File: src/hw/rv_isa_pkg.sv
package rv_isa_pkg;

    localparam int XLEN   = 32;
    localparam int REG_AW = 5;

    // Instruction field positions.
    localparam int OPC_LSB = 2;
    localparam int RD_LSB  = 7;
    localparam int F3_LSB  = 12;
    localparam int RS1_LSB = 15;
    localparam int RS2_LSB = 20;
    localparam int ALT_BIT = 30;    // Selects SUB and SRA.

    localparam logic [XLEN-1:0] NOP_INST = 32'h0000_0013;    // ADDI x0, x0, 0.

    typedef enum logic [4:0] {
        LOAD      = 5'b00000,
        ARI_ITYPE = 5'b00100,
        AUIPC     = 5'b00101,
        STORE     = 5'b01000,
        ARI_RTYPE = 5'b01100,
        LUI       = 5'b01101,
        BRANCH    = 5'b11000,
        JALR      = 5'b11001,
        JAL       = 5'b11011,
        CSR       = 5'b11100
    } opcode_e;

    typedef enum logic [2:0] {
        BEQ  = 3'b000,
        BNE  = 3'b001,
        BLT  = 3'b100,
        BGE  = 3'b101,
        BLTU = 3'b110,
        BGEU = 3'b111
    } branch_fn_e;

    function automatic opcode_e opcode_of(input logic [XLEN-1:0] inst);
        return opcode_e'(inst[OPC_LSB +: 5]);
    endfunction

    function automatic logic [REG_AW-1:0] rd_of(input logic [XLEN-1:0] inst);
        return inst[RD_LSB +: REG_AW];
    endfunction

    function automatic logic [REG_AW-1:0] rs1_of(input logic [XLEN-1:0] inst);
        return inst[RS1_LSB +: REG_AW];
    endfunction

    function automatic logic [REG_AW-1:0] rs2_of(input logic [XLEN-1:0] inst);
        return inst[RS2_LSB +: REG_AW];
    endfunction

    function automatic logic [2:0] funct3_of(input logic [XLEN-1:0] inst);
        return inst[F3_LSB +: 3];
    endfunction

    function automatic logic [XLEN-1:0] imm_i(input logic [XLEN-1:0] inst);
        return {{20{inst[31]}}, inst[31:20]};
    endfunction

    function automatic logic [XLEN-1:0] imm_b(input logic [XLEN-1:0] inst);
        return {{20{inst[31]}}, inst[7], inst[30:25], inst[11:8], 1'b0};
    endfunction

    function automatic logic [XLEN-1:0] imm_u(input logic [XLEN-1:0] inst);
        return {inst[31:12], 12'b0};
    endfunction

    function automatic logic [XLEN-1:0] imm_j(input logic [XLEN-1:0] inst);
        return {{12{inst[31]}}, inst[19:12], inst[20], inst[30:21], 1'b0};
    endfunction

endpackage

File: src/hw/reg_file.sv
`timescale 1ns/1ps

module reg_file (
    input  logic                          clk,
    input  logic [rv_isa_pkg::REG_AW-1:0] rs1_addr,
    input  logic [rv_isa_pkg::REG_AW-1:0] rs2_addr,
    input  logic                          we,
    input  logic [rv_isa_pkg::REG_AW-1:0] rd_addr,
    input  logic [rv_isa_pkg::XLEN-1:0]   rd_data,
    output logic [rv_isa_pkg::XLEN-1:0]   rs1_data,
    output logic [rv_isa_pkg::XLEN-1:0]   rs2_data
);
    import rv_isa_pkg::*;

    logic [XLEN-1:0] regs [2**REG_AW];

    assign rs1_data = (rs1_addr == '0) ? '0 : regs[rs1_addr];
    assign rs2_data = (rs2_addr == '0) ? '0 : regs[rs2_addr];

    always_ff @(posedge clk) begin
        if (we && rd_addr != '0) begin
            regs[rd_addr] <= rd_data;
        end
    end

endmodule

File: config.mk
export PLATFORM = sky130hd
export DESIGN_NAME = reg_file
export DESIGN_NICKNAME = d
export VERILOG_FILES = /design/src/hw/rv_isa_pkg.sv /design/src/hw/reg_file.sv
export SDC_FILE = /design/constraint.sdc
export NUM_CORES = 1
export LEC_CHECK = 0
export BUFFER_PORTS_ARGS = -buffer_cell sky130_fd_sc_hd__buf_2
export CORE_UTILIZATION = 25
export DETAILED_ROUTE_END_ITERATION = 8
export PLACE_DENSITY = 0.44
export SLEW_MARGIN = 15
export SYNTH_ARGS = -nofsm -noshare
export SYNTH_HDL_FRONTEND = slang
export SYNTH_SLANG_ARGS = --single-unit
File: constraint.sdc
create_clock -name clk -period 5.1 [get_ports clk]
set_input_delay 0.51 -clock clk [delete_from_list [all_inputs] [get_ports clk]]
set_output_delay 0.51 -clock clk [all_outputs]
set_load 0.05 [all_outputs]
# Yosys cells after proc, flatten, opt, wreduce, memory -nomap -nowiden
# Memory sizes are Yosys's and may differ from the RTL's.
# Cells that the tools add are included.
# totals
regBits	0
mem_bits_rw	1024
in_bits	49
out_inout_bits	64
elab_cells	9
memories	1
# classes
muxes	4
n_reduce_logical	4
# mem_list
memory	depth	width	read_ports	rd_clocked_by_memory_dff	wr	line	text
regs	32	32	2	0	1	reg_file.sv:15	logic [XLEN-1:0] regs [2**REG_AW];
# op_table
op	count
$mux W32	2
$logic_not A5 Y1	2
$reduce_bool A5 Y1	1
$mux W1	2
$logic_and A1 B1 Y1	1

# Depth between registers and ports, before layout
# depth
ltp_word	4
depth_mapped	8
mapped_depth_nobuf	4

# Worst setup path after synthesis
# Ideal clock, no wire load.
# synth_path
kind	input port to output port
startpoint	input port rs1_addr[0] in the netlist's numbering
endpoint	output port rs1_data[11] in the netlist's numbering
t_arrival_ps	2837
t_required_ps	4590
setup_slack_ps	1753
path_stages	7
path_buffers	4
cell_sequence	buf_2 -> inv_1 -> buf_4 -> buf_2 -> clkbuf_1 -> o2111ai_1 -> a311oi_1
# synth_via
elab_chain_cells	2
elab_cells_between_ends	3
classes_between	mux: 1; reduce/logical: 1; memory: 1
# synth_rtl
element	line	text
start, declared	reg_file.sv:5	input logic [rv_isa_pkg::REG_AW-1:0] rs1_addr,
$mem_v2 Z32 W32 or $logic_not A5 Y1 (tied branches)	n/a	
$mux W32 *	reg_file.sv:17	assign rs1_data = (rs1_addr == '0) ? '0 : regs[rs1_addr];
end, declared	reg_file.sv:10	output logic [rv_isa_pkg::XLEN-1:0] rs1_data,
# Mark *: on every way between the ends. The rest lies on a longest branch, timed or not.

# Worst setup path in the final report
# layout_path
startpoint	input port rs1_addr[3] in the netlist's numbering
endpoint	output port rs1_data[25] in the netlist's numbering
# The elaborated chain is that of the path after synthesis.

==> impl_metrics.py <==
metrics = {
    "status": {
        "status": "finished, final reports clean",
    },
    "logic_synthesis": {
        "ys.flop_type": "edfxtp_1",
        "synth.distinct_cells": 39,
        "ys_seq_area_frac": 0.642,
        "yosysWarnings": 0,
        "syn_area_per_cell_um2": 18.7,
        "synthArstFlopShare": 0,
        "syn_inst": 2564,
        "syn_area_um2": 47900,
        "synth_enable_flop_cells": 1024,
        "yosys_register_bits": 1024,
    },
    "cts": {
        "h-tree-depth": 3,
        "clock_sinks": 1024,
        "ctsRootBufferMaster": "clkbuf_16",
        "cts_setup_buffers": 0,
        "tritoncts": "yes",
        "cts_buffers": 116,
        "clk_path_buf_depth": 3,
        "clkTransAtPathRegs_ns": 0.06,
        "cts_repair_resize_count": 0,
        "holdBufCountCts": 0,
    },
    "critical_path": {
        "crit_required_ns": 4.59,
        "crit_type": "input port to output port",
        "cp-end-kind": "output port",
        "cp_max_fo": 21,
        "arrival_ns": 3.59,
        "crit_path_start_kind": "input port",
    },
    "layout": {
        "largestRegisters": "regs (1024)",
        "drive_gt1_frac": 0.305,
        "nets": 2794,
        "final_core_util": 0.294,
        "layout.cells.non_filler": 5355,
        "layout_common_cells": "edfxtp_1, mux2i_1, mux4_2",
        "largest_register_ffs": 1024,
        "area_delta_synth_final_pct": 16.7,
        "final_common_cell": "edfxtp_1",
        "top_register": "regs",
    },
    "pwr": {
        "power_density_nw_per_um2": 349,
        "leakagePower_nw": 17.9,
        "ir_worst_vdd_v": 0.000251,
    },
    "route": {
        "drtAntennaViolNets": 0,
        "top_layer": "met5",
        "wl_met2_mm": 88.4,
        "wl_met1_mm": 73.8,
        "vias": 28000,
        "via_per_inst": 5.22,
        "routed_wl_mm": 177,
        "firstDrtPassIters": 5,
        "drtIter0Drc": 2736,
        "drc": 0,
        "avgRoutedWirePerCell_um": 33.1,
        "wl_met3_mm": 9.30,
    },
    "grt": {
        "grt-ovfl-total": 0,
        "grt_pass1_vias": 28900,
        "grt_pass1_wl_mm": 242,
        "antenna_found_initial": 13,
        "grt_max_degree": 81,
        "track_usage": 0.181,
    },
    "floorplan": {
        "start_util": 0.252,
        "dieArea_um2": 193000,
        "fp.dieW_um": 440,
        "placeableCoreArea_um2": 190000,
        "num_rows": 160,
        "num_io_pins": 113,
        "die_h_um": 440,
    },
    "sta": {
        "setup-tns-final_ns": 0,
        "tightest_slew_ns": 1.15,
        "rsz0062_at_grt": "false",
        "hold_viol_final": 0,
        "period_share": 0.804,
        "slew_violations": 0,
        "fmax_mhz": 244,
        "slew_headroom": 0.230,
        "period_needed_ns": 4.10,
        "finalSetupViolCount": 0,
    },
    "placed_design": {
        "place_hpwl_mm": 106,
        "dp_cells": 5138,
        "port_buffers": 112,
        "gp_congestion": 0.781,
    },
    "min_path": {
        "hold_path_class": "input port to register",
    },
    "job": {
        "cap_viol_max_count": 0,
    },
}
==> cells in the mapped netlist, types with 2 or more instances <==
library cell / instances / area (um^2)
a211oi_1: 53 / 398
a211oi_2: 11 / 138
a21oi_1: 32 / 160
a221oi_1: 38 / 333
a221oi_2: 16 / 240
a22oi_1: 64 / 480
a311oi_1: 32 / 280
buf_2: 50 / 250
buf_4: 53 / 398
buf_6: 12 / 135
clkbuf_1: 98 / 368
edfxtp_1: 1024 / 30700
inv_1: 2 / 7.51
mux2_2: 64 / 721
mux2i_1: 320 / 3200
mux4_1: 36 / 946
mux4_2: 316 / 7120
nand2_1: 85 / 319
nand3_1: 2 / 10.0
nand3b_1: 6 / 45.0
nand4_1: 32 / 200
nor2_1: 36 / 135
nor2b_1: 37 / 231
o2111ai_1: 10 / 87.6
o21ai_0: 50 / 250
o21ai_1: 4 / 20.0
o221ai_1: 64 / 561
or3_1: 2 / 12.5
or3b_2: 5 / 43.8
==> worst max-delay path: stages <==
cell,delay (ns)
buf_2,0.43
or2_4,0.50
or4_4,0.54
buf_4,0.35
o21ai_1,0.11
a311oi_1,0.68
buf_2,0.40
==> report_power, final <==
| group | switching [mW] | leakage [nW] | internal (mW) |
|---|---|---|---|
| sequential | 0.0533 | 9.25 | 9.39 |
| clock | 3.47 | 1.76 | 4.64 |
| combinational | 1.31 | 6.89 | 0.672 |
==> kinds of logic after synthesis <==
kind of cell / count (synthesis) / share of synthesized area
muxes: 736 / 0.250
AOI/OAI and AO/OA: 374 / 0.0615
buffers and inverters: 217 / 0.0244
other: 1 / 0.0000783
DFF: 1024 / 0.642
and+or+nand+nor: 212 / 0.0218
==> worst paths after layout <==
check	cells after the start	end	start
hold / removal	1	regs[11][21]$_DFFE_PP_	rd_data[21]
setup / recovery	7	rs1_data[25]	rs1_addr[3]
==> cell type report <==
type	instances	area (um^2)
fill	18600	134000
sequential	1024	30700
multi-input combinational	1354	16400
tap	2511	3140
clock buffer	147	3040
timing repair buffer	247	1980
clock inverter	66	572
inverter	2	10.0
antenna	4	10.0
==> routing by layer <==
layer  track usage  vias to the layer above
li1              -                    11400
met3        0.0260                      251
met4        0.0607                        6
met5      0.000496                        -
met1         0.233                    15300
met2         0.310                     1005
==> stage by stage <==
stage          worst slack, ns  power, mW  hold WS, ns  area, um^2
2_1_floorplan             1.75       10.8        0.609       48000
6_report                 0.999       19.5        0.271       55900
5_1_grt                  0.934       20.1        0.283       55900
4_1_cts                  0.974       19.7        0.210       55900
3_3_place_gp             0.919       11.6         1.03       52300
3_5_place_dp             0.972       11.6         1.03       52300
Note: power is estimated with default switching activity, not from simulation.
