[config.mk]
export PLATFORM = sky130hd
export DESIGN_NAME = pipeline_control
export DESIGN_NICKNAME = d
export VERILOG_FILES = /design/src/hw/rv_isa_pkg.sv /design/src/hw/core_cfg_pkg.sv /design/src/hw/pipeline_control.sv
export SDC_FILE = /design/constraint.sdc
export NUM_CORES = 1
export LEC_CHECK = 0
export ABC_AREA = 1
export CAP_MARGIN = 15
export CORE_MARGIN = 2
export CORE_UTILIZATION = 30
export DETAILED_ROUTE_END_ITERATION = 16
export DONT_BUFFER_PORTS = 1
export SYNTH_ARGS = -nofsm -noshare
export SYNTH_HDL_FRONTEND = slang
export SYNTH_SLANG_ARGS = --single-unit
[constraint.sdc]
create_clock -name clk -period 1.4 [get_ports clk]
set_input_delay 0.28 -clock clk [delete_from_list [all_inputs] [get_ports clk]]
set_output_delay 0.28 -clock clk [all_outputs]
set_load 0.01 [all_outputs]
[src/hw/rv_isa_pkg.sv]
package rv_isa_pkg;

    localparam int XLEN   = 32;
    localparam int REG_AW = 5;

    // Instruction field positions.
    localparam int OPC_LSB = 2;
    localparam int RD_LSB  = 7;
    localparam int F3_LSB  = 12;
    localparam int RS1_LSB = 15;
    localparam int RS2_LSB = 20;
    localparam int ALT_BIT = 30;    // Selects SUB and SRA.

    localparam logic [XLEN-1:0] NOP_INST = 32'h0000_0013;    // ADDI x0, x0, 0.

    typedef enum logic [4:0] {
        LOAD      = 5'b00000,
        ARI_ITYPE = 5'b00100,
        AUIPC     = 5'b00101,
        STORE     = 5'b01000,
        ARI_RTYPE = 5'b01100,
        LUI       = 5'b01101,
        BRANCH    = 5'b11000,
        JALR      = 5'b11001,
        JAL       = 5'b11011,
        CSR       = 5'b11100
    } opcode_e;

    typedef enum logic [2:0] {
        BEQ  = 3'b000,
        BNE  = 3'b001,
        BLT  = 3'b100,
        BGE  = 3'b101,
        BLTU = 3'b110,
        BGEU = 3'b111
    } branch_fn_e;

    function automatic opcode_e opcode_of(input logic [XLEN-1:0] inst);
        return opcode_e'(inst[OPC_LSB +: 5]);
    endfunction

    function automatic logic [REG_AW-1:0] rd_of(input logic [XLEN-1:0] inst);
        return inst[RD_LSB +: REG_AW];
    endfunction

    function automatic logic [REG_AW-1:0] rs1_of(input logic [XLEN-1:0] inst);
        return inst[RS1_LSB +: REG_AW];
    endfunction

    function automatic logic [REG_AW-1:0] rs2_of(input logic [XLEN-1:0] inst);
        return inst[RS2_LSB +: REG_AW];
    endfunction

    function automatic logic [2:0] funct3_of(input logic [XLEN-1:0] inst);
        return inst[F3_LSB +: 3];
    endfunction

    function automatic logic [XLEN-1:0] imm_i(input logic [XLEN-1:0] inst);
        return {{20{inst[31]}}, inst[31:20]};
    endfunction

    function automatic logic [XLEN-1:0] imm_b(input logic [XLEN-1:0] inst);
        return {{20{inst[31]}}, inst[7], inst[30:25], inst[11:8], 1'b0};
    endfunction

    function automatic logic [XLEN-1:0] imm_u(input logic [XLEN-1:0] inst);
        return {inst[31:12], 12'b0};
    endfunction

    function automatic logic [XLEN-1:0] imm_j(input logic [XLEN-1:0] inst);
        return {{12{inst[31]}}, inst[19:12], inst[20], inst[30:21], 1'b0};
    endfunction

endpackage

[src/hw/core_cfg_pkg.sv]
package core_cfg_pkg;

    typedef enum logic [1:0] {
        PC_SEQ           = 2'd0,
        PC_PREDICT       = 2'd1,
        PC_EXEC_TARGET   = 2'd2,
        PC_EXEC_FALLTHRU = 2'd3
    } pc_src_e;

    typedef enum logic [1:0] {
        WB_LINK = 2'd0,
        WB_ALU  = 2'd2
    } wb_src_e;

    localparam int IMEM_AW = 8;
    localparam int BHT_AW  = 6;

    localparam logic [1:0] BHT_INIT = 2'b01;    // Weakly not-taken.

    localparam logic [rv_isa_pkg::XLEN-1:0] RESET_PC = '0;

endpackage

[src/hw/pipeline_control.sv]
`timescale 1ns/1ps

module pipeline_control (
    input  logic                        clk,
    input  logic                        rst,
    input  logic [rv_isa_pkg::XLEN-1:0] decode_inst,
    input  logic [rv_isa_pkg::XLEN-1:0] execute_inst,
    input  logic [rv_isa_pkg::XLEN-1:0] writeback_inst,
    input  logic                        predict,
    input  logic                        breq,
    input  logic                        brlt,
    output core_cfg_pkg::pc_src_e       pc_sel,
    output logic                        pred_en,
    output logic                        result,
    output logic                        decode_rs1_sel,
    output logic                        decode_rs2_sel,
    output logic                        exec_rs1_sel,
    output logic                        exec_rs2_sel,
    output logic                        alu1_sel,
    output logic                        alu2_sel,
    output logic                        brun,
    output core_cfg_pkg::wb_src_e       wb_sel,
    output logic                        rf_we,
    output logic                        retire_valid
);
    import rv_isa_pkg::*;
    import core_cfg_pkg::*;

    logic              execute_valid;
    logic              writeback_valid;
    logic              execute_predict;
    logic              branch_cond;
    logic              taken;
    logic              mispredict;
    logic              fwd_ok;
    opcode_e           exe_op;
    opcode_e           wb_op;
    branch_fn_e        exe_fn;
    logic [REG_AW-1:0] wb_rd;

    assign exe_op = opcode_of(execute_inst);
    assign wb_op  = opcode_of(writeback_inst);
    assign exe_fn = branch_fn_e'(funct3_of(execute_inst));
    assign wb_rd  = rd_of(writeback_inst);

    always_comb begin
        case (exe_fn)
            BEQ:       branch_cond = breq;
            BNE:       branch_cond = ~breq;
            BLT, BLTU: branch_cond = brlt;
            BGE, BGEU: branch_cond = ~brlt;
            default:   branch_cond = 1'b0;
        endcase
    end

    // Jumps are never predicted, so they always redirect from execute.
    assign taken = exe_op == JAL || exe_op == JALR || (exe_op == BRANCH && branch_cond);
    assign mispredict = execute_valid && (execute_predict != taken);

    always_comb begin
        if (mispredict) begin
            pc_sel = execute_predict ? PC_EXEC_FALLTHRU : PC_EXEC_TARGET;
        end else if (predict) begin
            pc_sel = PC_PREDICT;
        end else begin
            pc_sel = PC_SEQ;
        end
    end

    assign pred_en = execute_valid && exe_op == BRANCH;
    assign result  = pred_en && branch_cond;

    always_comb begin
        case (wb_op)
            JAL, JALR, LUI, AUIPC, ARI_ITYPE, ARI_RTYPE: rf_we = writeback_valid;
            default:                                     rf_we = 1'b0;
        endcase
    end

    assign fwd_ok         = rf_we && wb_rd != '0;
    assign decode_rs1_sel = fwd_ok && rs1_of(decode_inst) == wb_rd;
    assign decode_rs2_sel = fwd_ok && rs2_of(decode_inst) == wb_rd;
    assign exec_rs1_sel   = fwd_ok && execute_valid && rs1_of(execute_inst) == wb_rd;
    assign exec_rs2_sel   = fwd_ok && execute_valid && rs2_of(execute_inst) == wb_rd;

    assign alu1_sel = exe_op == AUIPC || exe_op == JAL || exe_op == BRANCH;
    assign alu2_sel = exe_op != ARI_RTYPE;
    assign brun     = exe_fn == BLTU || exe_fn == BGEU;
    assign wb_sel   = (exe_op == JAL || exe_op == JALR) ? WB_LINK : WB_ALU;

    assign retire_valid = writeback_valid;

    always_ff @(posedge clk) begin
        if (rst) begin
            execute_valid   <= 1'b0;
            writeback_valid <= 1'b0;
            execute_predict <= 1'b0;
        end else begin
            execute_valid   <= ~mispredict;    // Decode is on the wrong path.
            writeback_valid <= execute_valid;
            execute_predict <= predict;
        end
    end

endmodule

[Word level (Yosys, flattened, before mapping)]
Cells that the tools add are included.
W data, S select, Z words.
Storage, ports and cells
  flip-flop bits (word level): 3
  logic and storage cells: 53
  output and inout bits: 15
Cells by class
  bitwise operators: 3
  multiplexer cells: 6
  equality and inequality tests: 21
  reductions and logical operators: 20
Operator list (count)
  $eq A5 B5 Y1 const B: 5
  $eq A5 B5 Y1: 4
  $eq A5 B3 Y1 const B: 3
  $eq A3 B3 Y1 const B: 4
  $eq A5 B4 Y1 const B: 2
  $logic_and A1 B1 Y1: 10
  $reduce_or A6 Y1: 1
  $logic_or A1 B1 Y1: 5
  $ne A5 B4 Y1 const B: 1
  $reduce_bool A5 Y1: 1
  $mux W2: 2
  $pmux W1 S4: 1
  $reduce_or A2 Y1: 2
  $eq A3 B1 Y1 const B: 1
  $logic_not A3 Y1: 1
  $mux W1: 3
  $not A1 Y1: 3
  $ne A1 B1 Y1: 1

[Longest topological paths before layout]
Gate-level depths: netlist of the first run.
  depth in word-level cells: 8
  depth in mapped cells: 10

[Least setup slack after synthesis of the first run]
Ideal clock, no wire load.
  path kind: input-to-output
  start: input port writeback_inst[6] (netlist name)
  end: output port exec_rs1_sel
  slack: 2 ps
  buffers on the path: 0
  data arrival time: 1118 ps
  stages on the path: 4
  required time: 1120 ps
  cells stage by stage: or3_4 -> a21boi_4 -> nand3_2 -> nor2_1
On the way
  longest elaborated chain between the ends: 6
  elaborated cells on any way between the ends: 11
  those cells by class: eq/ne (6); mux (1); reduce/logical (4)
RTL lines
  from (decl): line pipeline_control.sv:8  | input logic [rv_isa_pkg::XLEN-1:0] writeback_inst,
  $eq A5 B5 Y1 (tied with other cells): line pipeline_control.sv:74  | case (wb_op)
  $reduce_or A6 Y1 *: line pipeline_control.sv:74
  $mux W1 *: line pipeline_control.sv:74
  net rf_we: line pipeline_control.sv:23  | output logic rf_we,
  $logic_and A1 B1 Y1 *: line pipeline_control.sv:80  | assign fwd_ok = rf_we && wb_rd != '0;
  $logic_and A1 B1 Y1 * (2 in a row): line pipeline_control.sv:83  | assign exec_rs1_sel = fwd_ok && execute_valid && rs1_of(execute_inst) == wb_rd;
  to (decl): line pipeline_control.sv:17  | output logic exec_rs1_sel,
Mark *: on every way through the listed nets, which the timed path passes. The rest lies on a longest branch.

[Final worst setup path of the first run]
  start: input port writeback_inst[6] (netlist name)
  end: output port decode_rs1_sel
On the way
  longest elaborated chain between the ends: 5
  elaborated cells on any way between the ends: 10
  those cells by class: eq/ne (6); mux (1); reduce/logical (3)
RTL lines
  $eq A5 B5 Y1 (tied with other cells): line pipeline_control.sv:74
  $reduce_or A6 Y1 *: line pipeline_control.sv:74
  $mux W1 *: line pipeline_control.sv:74
  $logic_and A1 B1 Y1 *: line pipeline_control.sv:80
  $logic_and A1 B1 Y1 *: line pipeline_control.sv:81  | assign decode_rs1_sel = fwd_ok && rs1_of(decode_inst) == wb_rd;
  to (decl): line pipeline_control.sv:15  | output logic decode_rs1_sel,
Every way passes the cells marked *; elsewhere a longest branch is shown, timed or not.

==> results of run 1 <==
worst paths after layout:
| kind | start | end | slack (ns) | depth (start not counted) |
|---|---|---|---|---|
| worst min-delay path | rst | execute_valid | 0.11 | 1 |
| worst min register to register | execute_valid | retire_valid | 0.50 | 2 |
| worst max register to register | execute_predict | execute_valid | 0.60 | 5 |
| worst max-delay path | writeback_inst[6] | decode_rs1_sel | 0.002 | 4 |
worst max-delay path, delay by kind of cell:
| kind | cells | cell delay [ns] |
|---|---|---|
| compound gates | 1 | 0.17 |
| simple gates | 3 | 0.66 |
logic make-up (layout without fill, tap and decap cells):
family          Yosys count  count (layout)  synth area share
compound gates            3               3            0.0503
xor+xnor                 20              20             0.294
flops                     3               3             0.101
other cells               1               1           0.00628
simple gates             48              48             0.411
buf+inv                  20              22             0.138
report_power, final:
part | switching (mW) | total (mW) | internal [mW]
clock network | 0.0412 | 0.148 | 0.107
registers | 0.00621 | 0.0986 | 0.0924
logic | 0.0605 | 0.127 | 0.0665
total | 0.108 | 0.373 | 0.266
per-layer routing:
layer,up-vias,routed length (um),track usage
met5,-,0,0
met4,0,0,0.0286
met3,0,170,0.0586
met2,34,743,0.228
met1,257,491,0.106
li1,295,-,-
final cells by class:
class	instances	area [sq um]	area share
multi-input combinational	72	494	0.700
timing repair buffer	5	37.5	0.0532
tap	27	33.8	0.0479
sequential	3	62.6	0.0887
inverter	13	51.3	0.0727
clock buffer	4	26.3	0.0372
repair_timing:
item                                   CTS  global route
endpoints found under the hold margin    0             0
setup endpoints to repair                4             7
gates resized for setup                  0            15
setup buffers                            0             2
pin swaps                                0             5
flip-flops by register name, indices dropped and copies added (netlist names):
signal / flops
retire_valid: 1
execute_valid: 1
execute_predict: 1
Yosys cell counts, drive strengths merged (2+ instances only):
| cell | instances | area, sq um |
|---|---|---|
| dfxtp | 3 | 60.1 |
| nor2 | 13 | 53.8 |
| xnor2 | 14 | 123 |
| buf | 2 | 15.0 |
| xor2 | 6 | 52.6 |
| nand3 | 7 | 45.0 |
| nand4 | 6 | 37.5 |
| clkbuf | 5 | 18.8 |
| nand2 | 17 | 66.3 |
| nor3 | 3 | 25.0 |
| inv | 13 | 48.8 |
metrics by stage:
| step | cells | power, mW | setup slack, ns |
|---|---|---|---|
| after floorplan | 95 | 0.217 | 0.00160 |
| after global placement | 118 | 0.211 | -0.00828 |
| after detailed placement | 118 | 0.214 | -0.0201 |
| after CTS | 122 | 0.367 | -0.0339 |
| after global routing | 124 | 0.403 | -0.0216 |
| final | 124 | 0.373 | 0.00161 |
==> results_dict.tcl, run 1 <==
set metrics [dict create \
    synth_nets 196 \
    drc_errors 0 \
    drive_gt1_frac 0.299 \
    synth-edff-count 0 \
    firstDrtPassIters 4 \
    yosysWarnings 0 \
    path_clk_slew_ns 0.03 \
    status "finished clean" \
    ant_nets 0 \
    hold_slack_ns 0.106 \
    hold_viol 0 \
    grt_max_degree 6 \
    final_common_cell "xnor2_1" \
    critPathKind "in -> out" \
    die_area_sq_um 2360 \
    first_iter_violations 6 \
    fin_setup_tns_ns 0 \
    maxSlewViolCount 0 \
    cts_tree "yes" \
    period_minus_slack_ns 1.40 \
    worstPathRequired_ns 1.12 \
    cp_max_fo 3 \
    fmax_ghz 0.715 \
    areaGrowthSynthToFinish_pct 18.2 \
    ys_types 22 \
    avgSynthCellArea_sq_um 6.28 \
    clock_sinks 3 \
    die_w_um 48.6 \
    worstPathArrival_ns 1.12 \
    synth_flop_cell "dfxtp_1" \
    nNetsFinal 199 \
    core_area_sq_um 1920 \
    wire_per_inst_um 11.3 \
    place_area_sq_um 619 \
    syn-cell-area_sq_um 597 \
    synth_seq_area_share 0.101 \
    finalCritPeriodShare 0.999 \
    clock_latency_ns 0.23 \
    cts_buffer_depth 2 \
    cts_buffers 3 \
    critPathCaptureType "primary output" \
    fillers 223 \
    rsz0062_at_grt "true" \
    p_leak_nw 0.306 \
    ys_ff_latch 3 \
    startpoint_type "primary input" \
    final_cell_mix "xnor2_1 (14), nand2_1 (13), inv_1 (11), nor2_1 (8)" \
    ioPinCount 116 \
    hp-class "in -> reg" \
    grt-ovfl-total 0 \
    dp_hpwl_mm 1.22 \
    place_congestion 0.630 \
    grt_pass1_vias 584 \
    peakVddDrop_uv 397 \
    antenna_found_initial 0 \
    netlist_instances 95 \
    grt_pass1_wl_mm 2.28 \
    io_buffers 0 \
    setup_viol 0 \
    power_density_nw_per_um2 529 \
    fp.dieH_um 48.6 \
    routed_wirelength_mm 1.40 \
    fin_area_sq_um 706 \
    cts_hold_buf 0 \
    clock-skew-final_ns 0.000425 \
    fp-row-count 16 \
    cp_cell_sequence "or3_4, a21boi_4, nand2_2, nor3_4" \
    avgViaCountPerCell 4.73 \
    track_usage 0.117 \
    critical-path-max-stage-delay_ns 0.38 \
    start_util 0.311 \
    maxCapViolCount 0 \
    fin_util 0.367 \
    cpMaxStageDelayCell "or3_4" \
    vias 586 \
    postSynth.asyncResetShare 0 \
    h-tree-depth 1 \
    antenna_cells 0 \
    cts-root-buf "clkbuf_4" \
]
No activity file was read; power rests on OpenSTA's default activity.
==> run 2: changes to the inputs <==
- clock period: 1.4 -> 1.31 ns (I/O delays scaled with it)
==> results_dict.tcl, run 2 (synthesis gave the netlist of run 1 again) <==
set metrics [dict create \
    path_clk_slew_ns 0.04 \
    fp.dieH_um 48.6 \
    dp_hpwl_mm 1.30 \
    first_iter_violations 5 \
    cp_max_fo 3 \
    met3_usage 0.0556 \
    layout.cells.non_filler 128 \
    finalCritPeriodShare 1.03 \
    core_area_sq_um 1920 \
    setup_viol 5 \
    p_leak_nw 0.323 \
    nNetsFinal 203 \
    cts_buffer_depth 2 \
    startpoint "writeback_inst[6]" \
    status "complete, but fails checks" \
    peakVddDrop_uv 351 \
    hold_viol 0 \
    r2r_setup_slack_ns 0.50 \
    violations "setup timing" \
    antenna_cells 0 \
    maxCapViolCount 0 \
    h-tree-depth 1 \
    cts_buffers 3 \
    areaGrowthSynthToFinish_pct 21.8 \
    endpoint "decode_rs2_sel" \
    cts-root-buf "clkbuf_4" \
    worstPathArrival_ns 1.09 \
    clock_latency_ns 0.23 \
    fin_util 0.378 \
    ant_nets 0 \
    place_area_sq_um 654 \
    busiest_layer "met2" \
    fin_setup_tns_ns -0.158 \
    fp-row-count 16 \
    critPathKind "in -> out" \
    rsz0062_at_grt "true" \
    clock-skew-final_ns 0.00330 \
    die_w_um 48.6 \
    maxSlewViolCount 0 \
    use_met2 0.269 \
    r2r_start "execute_predict" \
    grt-ovfl-total 0 \
    fin_area_sq_um 727 \
    firstDrtPassIters 4 \
    worst_slack_ns -0.0405 \
    r2r_cells 5 \
    fmax_ghz 0.740 \
    drc_errors 0 \
    cp_cell_sequence "or3_4, a21boi_4, nand2_2, nor3_4" \
    worstPathRequired_ns 1.05 \
    critPathCaptureType "primary output" \
    place_inst 122 \
    use_met1 0.105 \
    antenna_found_initial 0 \
    power_density_nw_per_um2 566 \
    final_cell_mix "nand2_1 (14), xnor2_1 (14), inv_1 (10), buf_4 (9), nor2_1 (7)" \
    track_usage 0.130 \
    period_minus_slack_ns 1.35 \
    io_buffers 0 \
    start_util 0.311 \
    grt_max_degree 6 \
    die_area_sq_um 2360 \
    cts_hold_buf 0 \
    place_congestion 0.693 \
    hold_slack_ns 0.0836 \
    cpMaxStageDelayCell "or3_4" \
    vias 603 \
    routed_wirelength_mm 1.52 \
    wire_per_inst_um 11.9 \
    clock_sinks 3 \
    ioPinCount 116 \
    startpoint_type "primary input" \
    cts_tree "yes" \
    hp-class "in -> reg" \
    grt_pass1_vias 618 \
    avgViaCountPerCell 4.71 \
    drive_gt1_frac 0.327 \
    timing.rr.end "execute_valid" \
    grt_pass1_wl_mm 2.51 \
    critical-path-max-stage-delay_ns 0.38 \
]
## run 2: changes by cell type in the layout (fill, tap and decap cells not counted), sizes merged
| cell | previous run | this run |
|---|---|---|
| buf | 5 | 9 |
## run 2: worst min path at each step
| stage | startpoint | end | cells after the start |
|---|---|---|---|
| 6_report | rst | execute_valid | 1 |
| 2_1_floorplan | rst | execute_valid | 1 |
| 4_1_cts | rst | execute_valid | 1 |
| 3_3_place_gp | rst | execute_valid | 1 |
| 3_5_place_dp | rst | execute_valid | 1 |
| 5_1_grt | rst | execute_valid | 1 |
## run 2: layout make-up
cell class                      count  area (sq um)
Inverter                           13          48.8
Timing Repair Buffer                9          67.6
Sequential cell                     3          61.3
Multi-Input combinational cell     72           489
Fill cell                         223          1190
Clock buffer                        4          26.3
Tap cell                           27          33.8
## run 2: where the power goes
| group | internal, mW | total [mW] | switching, mW |
|---|---|---|---|
| logic | 0.0766 | 0.145 | 0.0686 |
| registers | 0.0983 | 0.104 | 0.00565 |
| clock network | 0.114 | 0.162 | 0.0482 |
| total | 0.289 | 0.412 | 0.122 |
## run 2: metal layers
layer  up-vias  share of wire
met5         -              0
met4         0              0
met3         0           0.12
met2        36           0.56
met1       266           0.31
li1        301              -
## run 2: worst max-delay path: cells and delay by family
family / cells / cell delay (ns)
and+or+nand+nor: 3 / 0.65
AOI/OAI and AO/OA: 1 / 0.18
## run 2: stage by stage
stage / power (mW) / setup slack, ns
after floorplan: 0.232 / -0.0520
final: 0.412 / -0.0405
after global placement: 0.235 / -0.0464
after detailed placement: 0.239 / -0.0550
after global routing: 0.439 / -0.101
after CTS: 0.414 / -0.0524
## run 2: what timing repair did
item,4_1_cts,5_1_grt
gates resized for setup,8,4
gates cloned,0,0
pin swaps,5,1
buffers inserted,2,0
endpoints found under the setup margin,7,8
